--- config.mk ---
export PLATFORM = sky130hd
export DESIGN_NAME = ctrl_top
export DESIGN_NICKNAME = d
export VERILOG_FILES = /design/src/design/cpu_ctrl_pkg.sv /design/src/design/stage_sequencer.sv /design/src/design/mem_fault_check.sv /design/src/design/instr_legal_check.sv /design/src/design/irq_pending.sv /design/src/design/trap_cause_reg.sv /design/src/design/ctrl_top.sv
export SDC_FILE = /design/constraint.sdc
export NUM_CORES = 1
export LEC_CHECK = 0
export BUFFER_PORTS_ARGS = -buffer_cell sky130_fd_sc_hd__buf_2
export CAP_MARGIN = 40
export CORE_ASPECT_RATIO = 1.25
export CORE_MARGIN = 4
export CORE_UTILIZATION = 44
export CTS_BUF_LIST = sky130_fd_sc_hd__clkbuf_4
export CTS_CLUSTER_SIZE = 24
export DETAILED_ROUTE_END_ITERATION = 8
export GPL_ROUTABILITY_DRIVEN = 0
export PLACE_DENSITY = 0.88
export SLEW_MARGIN = 10
export SYNTH_ARGS = -nofsm -noshare
export SYNTH_HDL_FRONTEND = slang
export SYNTH_SLANG_ARGS = --single-unit
--- constraint.sdc ---
create_clock -name clk -period 2.7 [get_ports clk]
set_input_delay 0.54 -clock clk [delete_from_list [all_inputs] [get_ports clk]]
set_output_delay 0.54 -clock clk [all_outputs]
set_load 0.01 [all_outputs]
--- src/design/cpu_ctrl_pkg.sv ---
`default_nettype none

package cpu_ctrl_pkg;

    // Stages, one-hot active low in stage_active_n
    localparam int NUM_STAGES      = 6;
    localparam int STAGE_CONTROL   = 0;  // Also the reset stage
    localparam int STAGE_FETCH     = 1;
    localparam int STAGE_DECODE    = 2;
    localparam int STAGE_EXECUTE   = 3;
    localparam int STAGE_MEMORY    = 4;
    localparam int STAGE_WRITEBACK = 5;
    localparam logic [NUM_STAGES-1:0] STAGE_RESET_N = ~(NUM_STAGES'(1) << STAGE_CONTROL);

    // Memory fault number from the address checker
    localparam int MEM_FAULT_W    = 3;
    localparam int MF_PRESENT_BIT = 2;
    localparam int MF_STORE_BIT   = 1;
    localparam int MF_ACCESS_BIT  = 0;  // Clear means misaligned

    localparam int FAULT_NUM_W = 3;
    localparam logic [FAULT_NUM_W-1:0] FAULT_INSTR_MISALIGNED = 3'd0;
    localparam logic [FAULT_NUM_W-1:0] FAULT_INSTR_ACCESS     = 3'd1;
    localparam logic [FAULT_NUM_W-1:0] FAULT_ILLEGAL_INSTR    = 3'd2;
    localparam logic [FAULT_NUM_W-1:0] FAULT_LOAD_MISALIGNED  = 3'd4;
    localparam logic [FAULT_NUM_W-1:0] FAULT_LOAD_ACCESS      = 3'd5;
    localparam logic [FAULT_NUM_W-1:0] FAULT_STORE_MISALIGNED = 3'd6;
    localparam logic [FAULT_NUM_W-1:0] FAULT_STORE_ACCESS     = 3'd7;

    localparam int CTRL_OP_W = 2;
    localparam logic [CTRL_OP_W-1:0] CTRL_NONE    = 2'd0;
    localparam logic [CTRL_OP_W-1:0] CTRL_SW_INT  = 2'd1;
    localparam logic [CTRL_OP_W-1:0] CTRL_EXT_INT = 2'd2;
    localparam logic [CTRL_OP_W-1:0] CTRL_FAULT   = 2'd3;

    // Cause is {interrupt, code[3:0]}
    localparam int CAUSE_W = 5;
    localparam logic [CAUSE_W-1:0] CAUSE_SW_INT  = {1'b1, 4'd3};
    localparam logic [CAUSE_W-1:0] CAUSE_EXT_INT = {1'b1, 4'd11};

    localparam int TRAP_COUNT_W = 8;

    localparam logic [31:0] MEM_LIMIT = 32'h0001_0000;  // First faulting address

    localparam logic [1:0] SIZE_BYTE = 2'd0;
    localparam logic [1:0] SIZE_HALF = 2'd1;
    localparam logic [1:0] SIZE_WORD = 2'd2;

    // RV32I base opcodes
    localparam logic [6:0] OPC_LUI    = 7'b0110111;
    localparam logic [6:0] OPC_AUIPC  = 7'b0010111;
    localparam logic [6:0] OPC_JAL    = 7'b1101111;
    localparam logic [6:0] OPC_JALR   = 7'b1100111;
    localparam logic [6:0] OPC_BRANCH = 7'b1100011;
    localparam logic [6:0] OPC_LOAD   = 7'b0000011;
    localparam logic [6:0] OPC_STORE  = 7'b0100011;
    localparam logic [6:0] OPC_OP_IMM = 7'b0010011;
    localparam logic [6:0] OPC_OP     = 7'b0110011;

endpackage

`default_nettype wire

--- src/design/stage_sequencer.sv ---
`timescale 1ns/1ps
`default_nettype none

module stage_sequencer (
    input  logic                                  clk,
    input  logic                                  rst_n,
    input  logic                                  illegal_instr,
    input  logic [cpu_ctrl_pkg::MEM_FAULT_W-1:0]  mem_fault_num,
    input  logic                                  ext_int,
    input  logic                                  sw_int,
    output logic [cpu_ctrl_pkg::NUM_STAGES-1:0]   stage_active_n,
    output logic [cpu_ctrl_pkg::CTRL_OP_W-1:0]    control_op,
    output logic [cpu_ctrl_pkg::FAULT_NUM_W-1:0]  fault_num
);
    import cpu_ctrl_pkg::*;

    logic                   in_progress;        // Second cycle of the stage
    logic [NUM_STAGES-1:0]  next_stage_n;
    logic                   mem_fault;
    logic                   fetch_fault;
    logic                   memory_fault;
    logic                   instr_fault;
    logic                   active_fault;
    logic [FAULT_NUM_W-1:0] next_fault_num;
    logic [CTRL_OP_W-1:0]   next_control_op;
    logic                   update_control_op;

    // Rotate toward the higher index, writeback wraps to control
    assign next_stage_n = {stage_active_n[NUM_STAGES-2:0], stage_active_n[NUM_STAGES-1]};

    assign mem_fault    = mem_fault_num[MF_PRESENT_BIT];
    assign fetch_fault  = mem_fault & ~stage_active_n[STAGE_FETCH];
    assign memory_fault = mem_fault & ~stage_active_n[STAGE_MEMORY];
    assign instr_fault  = illegal_instr & stage_active_n[STAGE_CONTROL];  // Ignored in control
    assign active_fault = fetch_fault | memory_fault | instr_fault;

    always_comb begin
        if (instr_fault) begin
            next_fault_num = FAULT_ILLEGAL_INSTR;  // Wins over memory faults
        end else if (memory_fault) begin
            next_fault_num = {1'b1, mem_fault_num[MF_STORE_BIT], mem_fault_num[MF_ACCESS_BIT]};
        end else begin
            next_fault_num = {2'b00, mem_fault_num[MF_ACCESS_BIT]};  // Fetch fault
        end
    end

    always_comb begin
        if (active_fault) begin
            next_control_op = CTRL_FAULT;
        end else if (ext_int) begin
            next_control_op = CTRL_EXT_INT;
        end else if (sw_int) begin
            next_control_op = CTRL_SW_INT;
        end else begin
            next_control_op = CTRL_NONE;
        end
    end

    assign update_control_op = in_progress & (~next_stage_n[STAGE_CONTROL] | active_fault);

    always_ff @(posedge clk) begin
        if (!rst_n) begin
            in_progress    <= 1'b0;
            stage_active_n <= STAGE_RESET_N;
            control_op     <= CTRL_NONE;
            fault_num      <= '0;
        end else begin
            in_progress <= ~in_progress;
            if (in_progress) begin
                if (active_fault) begin
                    stage_active_n <= STAGE_RESET_N;  // Straight to control
                end else begin
                    stage_active_n <= next_stage_n;
                end
            end
            if (active_fault) begin
                fault_num <= next_fault_num;  // Captured in either stage cycle
            end
            if (update_control_op) begin
                control_op <= next_control_op;
            end
        end
    end

endmodule

`default_nettype wire

--- src/design/mem_fault_check.sv ---
`timescale 1ns/1ps
`default_nettype none

module mem_fault_check (
    input  logic [cpu_ctrl_pkg::NUM_STAGES-1:0]  stage_active_n,
    input  logic [31:0]                          pc,
    input  logic [31:0]                          data_addr,
    input  logic [1:0]                           data_size,
    input  logic                                 data_en,
    input  logic                                 data_store,
    output logic [cpu_ctrl_pkg::MEM_FAULT_W-1:0] mem_fault_num
);
    import cpu_ctrl_pkg::*;

    logic        check_en;
    logic [31:0] addr;
    logic [1:0]  size;
    logic        store;
    logic        misaligned;
    logic        out_of_range;
    logic        fault;

    // Pick the access that belongs to the current stage
    always_comb begin
        check_en = 1'b0;
        addr     = pc;
        size     = SIZE_WORD;
        store    = 1'b0;
        if (!stage_active_n[STAGE_FETCH]) begin
            check_en = 1'b1;  // Instruction word fetch
        end else if (!stage_active_n[STAGE_MEMORY] && data_en) begin
            check_en = 1'b1;
            addr     = data_addr;
            size     = data_size;
            store    = data_store;
        end
    end

    always_comb begin
        case (size)
            SIZE_BYTE: misaligned = 1'b0;
            SIZE_HALF: misaligned = addr[0];
            default:   misaligned = |addr[1:0];  // Word
        endcase
    end

    assign out_of_range = (addr >= MEM_LIMIT);
    assign fault        = check_en & (misaligned | out_of_range);

    always_comb begin
        mem_fault_num                 = '0;
        mem_fault_num[MF_PRESENT_BIT] = fault;
        mem_fault_num[MF_STORE_BIT]   = fault & store;
        mem_fault_num[MF_ACCESS_BIT]  = fault & ~misaligned;  // Misalignment reported first
    end

endmodule

`default_nettype wire

--- src/design/instr_legal_check.sv ---
`timescale 1ns/1ps
`default_nettype none

module instr_legal_check (
    input  logic [6:0] opcode,
    input  logic [2:0] funct3,
    output logic       illegal_instr
);
    import cpu_ctrl_pkg::*;

    always_comb begin
        case (opcode)
            OPC_LUI,
            OPC_AUIPC,
            OPC_JAL,
            OPC_OP_IMM,
            OPC_OP: begin
                illegal_instr = 1'b0;  // Every funct3 has a meaning
            end
            OPC_JALR: begin
                illegal_instr = (funct3 != 3'd0);
            end
            OPC_BRANCH: begin
                illegal_instr = (funct3 == 3'd2) || (funct3 == 3'd3);
            end
            OPC_LOAD: begin
                // LB LH LW LBU LHU only
                illegal_instr = (funct3 == 3'd3) || (funct3 >= 3'd6);
            end
            OPC_STORE: begin
                illegal_instr = (funct3 >= 3'd3);  // SB SH SW only
            end
            default: begin
                illegal_instr = 1'b1;  // Not an RV32I opcode
            end
        endcase
    end

endmodule

`default_nettype wire

--- src/design/irq_pending.sv ---
`timescale 1ns/1ps
`default_nettype none

module irq_pending (
    input  logic                                clk,
    input  logic                                rst_n,
    input  logic                                ext_int_req,
    input  logic                                sw_int_req,
    input  logic [cpu_ctrl_pkg::NUM_STAGES-1:0] stage_active_n,
    input  logic [cpu_ctrl_pkg::CTRL_OP_W-1:0]  control_op,
    output logic                                ext_int,
    output logic                                sw_int
);
    import cpu_ctrl_pkg::*;

    logic in_control;
    logic ext_clear;
    logic sw_clear;

    assign in_control = ~stage_active_n[STAGE_CONTROL];
    assign ext_clear  = in_control & (control_op == CTRL_EXT_INT);
    assign sw_clear   = in_control & (control_op == CTRL_SW_INT);

    // Clear wins, so a request arriving while being served is dropped
    always_ff @(posedge clk) begin
        if (!rst_n) begin
            ext_int <= 1'b0;
            sw_int  <= 1'b0;
        end else begin
            if (ext_clear) begin
                ext_int <= 1'b0;
            end else if (ext_int_req) begin
                ext_int <= 1'b1;
            end
            if (sw_clear) begin
                sw_int <= 1'b0;
            end else if (sw_int_req) begin
                sw_int <= 1'b1;
            end
        end
    end

endmodule

`default_nettype wire

--- src/design/trap_cause_reg.sv ---
`timescale 1ns/1ps
`default_nettype none

module trap_cause_reg (
    input  logic                                   clk,
    input  logic                                   rst_n,
    input  logic [cpu_ctrl_pkg::NUM_STAGES-1:0]    stage_active_n,
    input  logic [cpu_ctrl_pkg::CTRL_OP_W-1:0]     control_op,
    input  logic [cpu_ctrl_pkg::FAULT_NUM_W-1:0]   fault_num,
    output logic [cpu_ctrl_pkg::CAUSE_W-1:0]       trap_cause,
    output logic [cpu_ctrl_pkg::TRAP_COUNT_W-1:0]  trap_count
);
    import cpu_ctrl_pkg::*;

    logic               control_active;
    logic               control_prev;   // Control stage in the last cycle
    logic               control_entry;
    logic [CAUSE_W-1:0] next_cause;

    assign control_active = ~stage_active_n[STAGE_CONTROL];
    assign control_entry  = control_active & ~control_prev;

    always_comb begin
        case (control_op)
            CTRL_SW_INT:  next_cause = CAUSE_SW_INT;
            CTRL_EXT_INT: next_cause = CAUSE_EXT_INT;
            default:      next_cause = CAUSE_W'(fault_num);  // Exception code is the fault number
        endcase
    end

    always_ff @(posedge clk) begin
        if (!rst_n) begin
            control_prev <= 1'b1;  // Reset lands in control, not a trap
            trap_cause   <= '0;
            trap_count   <= '0;
        end else begin
            control_prev <= control_active;
            if (control_entry && (control_op != CTRL_NONE)) begin
                trap_cause <= next_cause;
                trap_count <= trap_count + 1'b1;  // Wraps
            end
        end
    end

endmodule

`default_nettype wire

--- src/design/ctrl_top.sv ---
`timescale 1ns/1ps
`default_nettype none

module ctrl_top (
    input  logic                                   clk,
    input  logic                                   rst_n,
    input  logic [31:0]                            pc,
    input  logic [6:0]                             opcode,
    input  logic [2:0]                             funct3,
    input  logic [31:0]                            data_addr,
    input  logic [1:0]                             data_size,
    input  logic                                   data_en,
    input  logic                                   data_store,
    input  logic                                   ext_int_req,
    input  logic                                   sw_int_req,
    output logic [cpu_ctrl_pkg::NUM_STAGES-1:0]    stage_active_n,
    output logic [cpu_ctrl_pkg::CTRL_OP_W-1:0]     control_op,
    output logic [cpu_ctrl_pkg::FAULT_NUM_W-1:0]   fault_num,
    output logic [cpu_ctrl_pkg::CAUSE_W-1:0]       trap_cause,
    output logic [cpu_ctrl_pkg::TRAP_COUNT_W-1:0]  trap_count
);
    import cpu_ctrl_pkg::*;

    logic [MEM_FAULT_W-1:0] mem_fault_num;
    logic                   illegal_instr;
    logic                   ext_int;        // Latched request levels
    logic                   sw_int;

    stage_sequencer stage_sequencer_inst (
        .clk            (clk),
        .rst_n          (rst_n),
        .illegal_instr  (illegal_instr),
        .mem_fault_num  (mem_fault_num),
        .ext_int        (ext_int),
        .sw_int         (sw_int),
        .stage_active_n (stage_active_n),
        .control_op     (control_op),
        .fault_num      (fault_num)
    );

    mem_fault_check mem_fault_check_inst (
        .stage_active_n (stage_active_n),
        .pc             (pc),
        .data_addr      (data_addr),
        .data_size      (data_size),
        .data_en        (data_en),
        .data_store     (data_store),
        .mem_fault_num  (mem_fault_num)
    );

    instr_legal_check instr_legal_check_inst (
        .opcode        (opcode),
        .funct3        (funct3),
        .illegal_instr (illegal_instr)
    );

    irq_pending irq_pending_inst (
        .clk            (clk),
        .rst_n          (rst_n),
        .ext_int_req    (ext_int_req),
        .sw_int_req     (sw_int_req),
        .stage_active_n (stage_active_n),
        .control_op     (control_op),
        .ext_int        (ext_int),
        .sw_int         (sw_int)
    );

    trap_cause_reg trap_cause_reg_inst (
        .clk            (clk),
        .rst_n          (rst_n),
        .stage_active_n (stage_active_n),
        .control_op     (control_op),
        .fault_num      (fault_num),
        .trap_cause     (trap_cause),
        .trap_count     (trap_count)
    );

endmodule

`default_nettype wire

==> results.py, run 1 <==
metrics = {
    "run_status": {
        "status": "finished, final reports clean",
    },
    "sta": {
        "fin_ws_ps": 846,
        "skew_ps": 6.79,
        "min_period_ps": 1850,
        "slew_violations": 0,
        "slew_headroom_pct": 70.5,
        "fmax_ghz": 0.540,
        "setup_viol": 0,
        "finalCritPeriodShare_pct": 68.6,
        "fin_setup_tns_ps": 0,
        "hold_viol": 0,
        "rsz0062_at_grt": "false",
        "worst_pin_slew_ps": 443,
    },
    "yosys": {
        "yosys_warnings": 0,
        "synth.distinct_cells": 41,
        "seq_area_frac_synth_pct": 40.6,
        "syn_avg_cell_area_sq_um": 8.85,
        "ys_ff_latch": 28,
        "synth_cells": 156,
        "yosys-top-cells-area": "dfxtp_1 (41%), nor2_1 (7.3%), ha_1 (4.5%), mux2i_1 (3.6%), a21oi_1 (3.3%)",
        "synthesis.area_sq_um": 1380,
        "syn_nets": 243,
        "netlist.area_leader.share_pct": 40.6,
        "yosys.area.top_type": "dfxtp_1",
    },
    "critical_path": {
        "path_delay_family": "simple AND/OR/NAND/NOR gates",
        "cp.required_ps": 2930,
        "crit_path_max_incr_delay_ps": 490,
        "crit_path_end_kind": "flop",
        "cp_slowest_cell": "dfxtp_1",
        "critical_path_buf_inv_count": 1,
        "worst-path-max-fanout": 13,
        "critPathArrivalTime_ps": 2080,
        "setup.worst_path.start_class": "flop",
        "crit_type": "flop to flop",
        "path_cells": "inv_2 > nor4_2 > nand4_1 > o221a_4 > nor4b_1 > o21ai_0",
    },
    "clocking": {
        "cts_buffers": 3,
        "htreeDepth": 1,
        "clk_latency_ps": 330,
        "cts.hold.buffers_added": 0,
        "clkTransAtPathRegs_ps": 150,
        "cts_resized": 0,
        "cts_num_sinks": 28,
        "postCtsSetupBuffers": 0,
        "clock_path_buffers": 2,
        "cts_tree": "built",
        "cts_root_buf": "clkbuf_4",
    },
    "global_route": {
        "grt_pass1_wl_um": 5700,
        "grt_pass1_vias": 1390,
        "grtUsageTotal_pct": 17.2,
        "met1_usage_pct": 20.7,
        "grtUsageMet3_pct": 1.82,
        "grt_busiest_layer": "met2",
        "grt_start_max_net_pins": 17,
        "grt_overflow": 0,
        "antenna_found_initial": 0,
        "gr-usage-met2_pct": 30.9,
    },
    "layout": {
        "regArea_sq_um": 561,
        "areaGrowthSynthToFinish_pct": 33.8,
        "layout_commonest_cell": "buf_2",
        "fin_nets": 321,
        "largest_reg_flops": 8,
        "final_cell_mix": "buf_2 (77), dfxtp_1 (28), nor2_1 (27)",
        "finish.utilization_pct": 62.1,
        "fillers": 262,
        "antenna_cells": 0,
        "multi_input_area_sq_um": 758,
        "layout-drive-gt1-share_pct": 39.1,
    },
    "pwr": {
        "power_density_nw_per_um2": 460,
        "ir_drop_v": 0.000406,
        "finalPower_w": 0.000850,
        "leakagePower_nw": 0.853,
    },
    "drt": {
        "vias_per_cell": 5.20,
        "firstDrtPassIters": 4,
        "drt_iter0_drc": 67,
        "totalWireLength_um": 3450,
        "wl_per_cell_um": 12.8,
        "vias": 1400,
        "antenna_left": 0,
        "drc": 0,
    },
    "die": {
        "dieArea_sq_um": 4100,
        "start_util_pct": 46.4,
        "core_area_sq_um": 2970,
        "fp.dieH_um": 70.6,
        "io_pins": 106,
        "core.rowCount": 22,
        "die_w_um": 58.1,
    },
    "place": {
        "io_buffers": 77,
        "place_ws_ps": 519,
        "place_hpwl_um": 2700,
    },
    "worst_hold_path": {
        "hold_class": "primary input to flop",
    },
    "flow_run": {
        "max_cap_viol_count": 0,
    },
}
[worst reg2reg max path: stages (launching register included)]
cell and delay, ps:
dfxtp_1 490, inv_2 90, nor4_2 260, nand4_1 130, o221a_4 350, nor4b_1 320, o21ai_0 120
[Yosys cell counts, drive strengths merged]
master,count
nand4,4
nor3,3
xor2,5
nand2,8
nand2b,3
a31oi,1
o32ai,1
nor4,7
a211oi,3
nor4b,4
o31ai,1
o221a,1
nand3,2
nor3b,1
a21oi,10
and3,2
or4,1
mux2i,5
buf,4
clkbuf,2
and4,1
ha,5
inv,8
o41ai,3
dfxtp,28
and2,1
nor2b,2
nor2,27
xnor2,2
o311ai,1
o21ai,9
nand3b,1
[per-layer routing]
layer / vias to the layer above / share of wire (%) / routed length [um]
met4: 0 / 1.1 / 38
li1: 712 / - / -
met3: 4 / 6.7 / 232
met2: 59 / 50 / 1720
met5: - / 0 / 0
met1: 625 / 42 / 1460
[logic make-up after synthesis]
logic type | count (synthesis) | synth area share [%]
simple gates | 67 | 25.7
fa+ha+maj | 5 | 4.53
mux | 5 | 3.63
buf+inv | 14 | 4.44
compound gates | 30 | 16.7
flops | 28 | 40.6
xor+xnor | 7 | 4.44
[area by class of cell]
cell class / instances / area share, %
clock inverter: 1 / 1.63
timing repair buffer: 79 / 21.7
multi-input combinational: 114 / 41.1
tap: 36 / 2.44
sequential: 28 / 30.4
clock buffer: 3 / 1.22
inverter: 8 / 1.63
[path summary, 6_finish.rpt]
check,from,end,slack [ps],depth (start not counted)
worst min register to register,trap_cause_reg_inst.trap_cause[2]$_SDFFE_PN0P_,trap_cause_reg_inst.trap_cause[2]$_SDFFE_PN0P_,490,2
worst min-delay path,ext_int_req,irq_pending_inst.ext_int$_SDFFE_PP0P_,470,3
worst max register to register,stage_sequencer_inst.stage_active_n[1]$_SDFFE_PN1P_,stage_sequencer_inst.stage_active_n[5]$_SDFFE_PN1P_,850,6
worst max-delay path,stage_sequencer_inst.stage_active_n[1]$_SDFFE_PN1P_,stage_sequencer_inst.stage_active_n[5]$_SDFFE_PN1P_,850,6
[through the flow]
stage,cell area (sq um),hold slack (ps),cells
floorplan,1380,449,156
global placement,1790,448,264
detailed placement,1790,467,265
CTS,1850,467,269
global route,1850,508,269
finish,1850,468,269
[where the power goes]
group          internal [W]  total [W]  switching [W]
clock network      0.000150   0.000275       0.000125
logic             0.0000656   0.000132      0.0000666
registers          0.000427   0.000443      0.0000157
Note: power is estimated with default switching activity, not from simulation.
==> run 2: changes to the inputs <==
Settings changed: CORE_UTILIZATION 44 to 41, PLACE_DENSITY 0.88 to 0.82.
Clock period 2.7 ns to 1.9 ns, I/O delays scaled along.
==> results.py, run 2 (synthesis results as in run 1) <==
metrics = {
    "run_status": {
        "status": "finished, final reports clean",
    },
    "clocking": {
        "cts_root_buf": "clkbuf_4",
        "cts.hold.buffers_added": 0,
        "htreeDepth": 1,
        "cts_buffers": 3,
        "cts_num_sinks": 28,
        "clk_latency_ps": 320,
        "clkTransAtPathRegs_ps": 150,
        "clock_path_buffers": 2,
        "postCtsSetupBuffers": 0,
        "cts_tree": "built",
    },
    "sta": {
        "skew_ps": 0.898,
        "min_period_ps": 1700,
        "hold_viol": 0,
        "fmax_ghz": 0.588,
        "setup_viol": 0,
        "fin_setup_tns_ps": 0,
        "finalCritPeriodShare_pct": 89.6,
        "rsz0062_at_grt": "false",
        "worst_pin_slew_ps": 459,
        "slew_violations": 0,
        "slew_headroom_pct": 69.4,
    },
    "die": {
        "core_area_sq_um": 3220,
        "fp.dieH_um": 72.9,
        "die_w_um": 59.9,
        "start_util_pct": 42.8,
        "dieArea_sq_um": 4360,
        "io_pins": 106,
        "core.rowCount": 23,
    },
    "layout": {
        "areaGrowthSynthToFinish_pct": 36.2,
        "multi_input_area_sq_um": 758,
        "finish.utilization_pct": 58.3,
        "largest_reg_flops": 8,
        "fillers": 303,
        "regArea_sq_um": 562,
        "antenna_cells": 0,
        "layout_commonest_cell": "buf_2",
        "fin_nets": 325,
        "final_cell_mix": "buf_2 (77), nor2_1 (27), dfxtp_1 (27)",
        "layout-drive-gt1-share_pct": 40.5,
    },
    "critical_path": {
        "worst-path-max-fanout": 11,
        "setup.worst_path.start_class": "flop",
        "critPathLaunch": "stage_sequencer_inst.stage_active_n[1]$_SDFFE_PN1P_",
        "crit_type": "flop to flop",
        "cp.required_ps": 2120,
        "timing.rr.start": "stage_sequencer_inst.stage_active_n[1]$_SDFFE_PN1P_",
        "critPathArrivalTime_ps": 1920,
        "crit_path_end_kind": "flop",
    },
    "flow_run": {
        "max_cap_viol_count": 0,
    },
    "global_route": {
        "grtUsageTotal_pct": 17.1,
        "antenna_found_initial": 0,
        "grt_start_max_net_pins": 17,
        "grt_pass1_wl_um": 5840,
        "grt_overflow": 0,
        "grt_pass1_vias": 1476,
    },
    "place": {
        "place_hpwl_um": 2780,
        "io_buffers": 77,
    },
    "worst_hold_path": {
        "hold_path.startpoint": "sw_int_req",
        "hold_class": "primary input to flop",
    },
    "drt": {
        "antenna_left": 0,
        "vias_per_cell": 5.15,
        "drc": 0,
        "totalWireLength_um": 3320,
        "drt_iter0_drc": 29,
        "vias": 1412,
        "wl_per_cell_um": 12.1,
        "firstDrtPassIters": 2,
    },
    "pwr": {
        "ir_drop_v": 0.000430,
        "leakagePower_nw": 0.872,
        "power_density_nw_per_um2": 645,
    },
}
run 2: changes by cell type in the layout (fill, tap and decap cells not counted), sizes merged:
cell  before  now
buf       79   83
run 2: worst max-delay path: stages, from the launching register on:
cell and delay, ps:
dfxtp_2 400, inv_2 60, nor4_2 250, nand4_1 140, o221a_4 340, nor4b_1 290
o21ai_0 120
run 2: worst paths after layout:
check,to,slack [ps],cells after the start
worst max-delay path,stage_sequencer_inst.stage_active_n[4]$_SDFFE_PN1P_,200,6
worst min-delay path,irq_pending_inst.sw_int$_SDFFE_PP0P_,320,3
worst max register to register,stage_sequencer_inst.stage_active_n[4]$_SDFFE_PN1P_,200,6
worst min register to register,trap_cause_reg_inst.trap_cause[2]$_SDFFE_PN0P_,490,2
run 2: cell type report:
type	count	share of cell area (%)
clock inverter	1	1.60
clock buffer	3	1.20
tap	37	2.46
timing repair buffer	83	22.9
sequential	28	29.9
inverter	8	1.60
multi-input combinational	114	40.3
run 2: layer usage:
metal | vias up | routed length, um | GRT usage [%]
met1 | 635 | 1320 | 18.5
met3 | 2 | 269 | 3.54
li1 | 718 | - | -
met5 | - | 0 | 0
met2 | 57 | 1700 | 31.6
met4 | 0 | 33 | 6.65
run 2: power by group:
| part | total [W] | internal, W | switching, W |
|---|---|---|---|
| clock network | 0.000388 | 0.000213 | 0.000175 |
| registers | 0.000625 | 0.000607 | 0.0000185 |
| logic | 0.000198 | 0.000101 | 0.0000963 |
run 2: stage by stage:
step,setup slack [ps],total power (W),area (sq um),hold WS (ps),instances
2_1_floorplan,62.4,0.000740,1380,449,156
3_3_place_gp,-223,0.000832,1820,457,269
3_5_place_dp,-69.5,0.000838,1830,480,270
4_1_cts,109,0.00123,1880,305,274
5_1_grt,16.4,0.00129,1880,321,274
6_report,198,0.00121,1880,318,274
run 2: repair_timing:
action / CTS / global route
endpoints found under the hold margin: 0 / 0
endpoints found under the setup margin: 0 / 3
resized for setup: 0 / 1
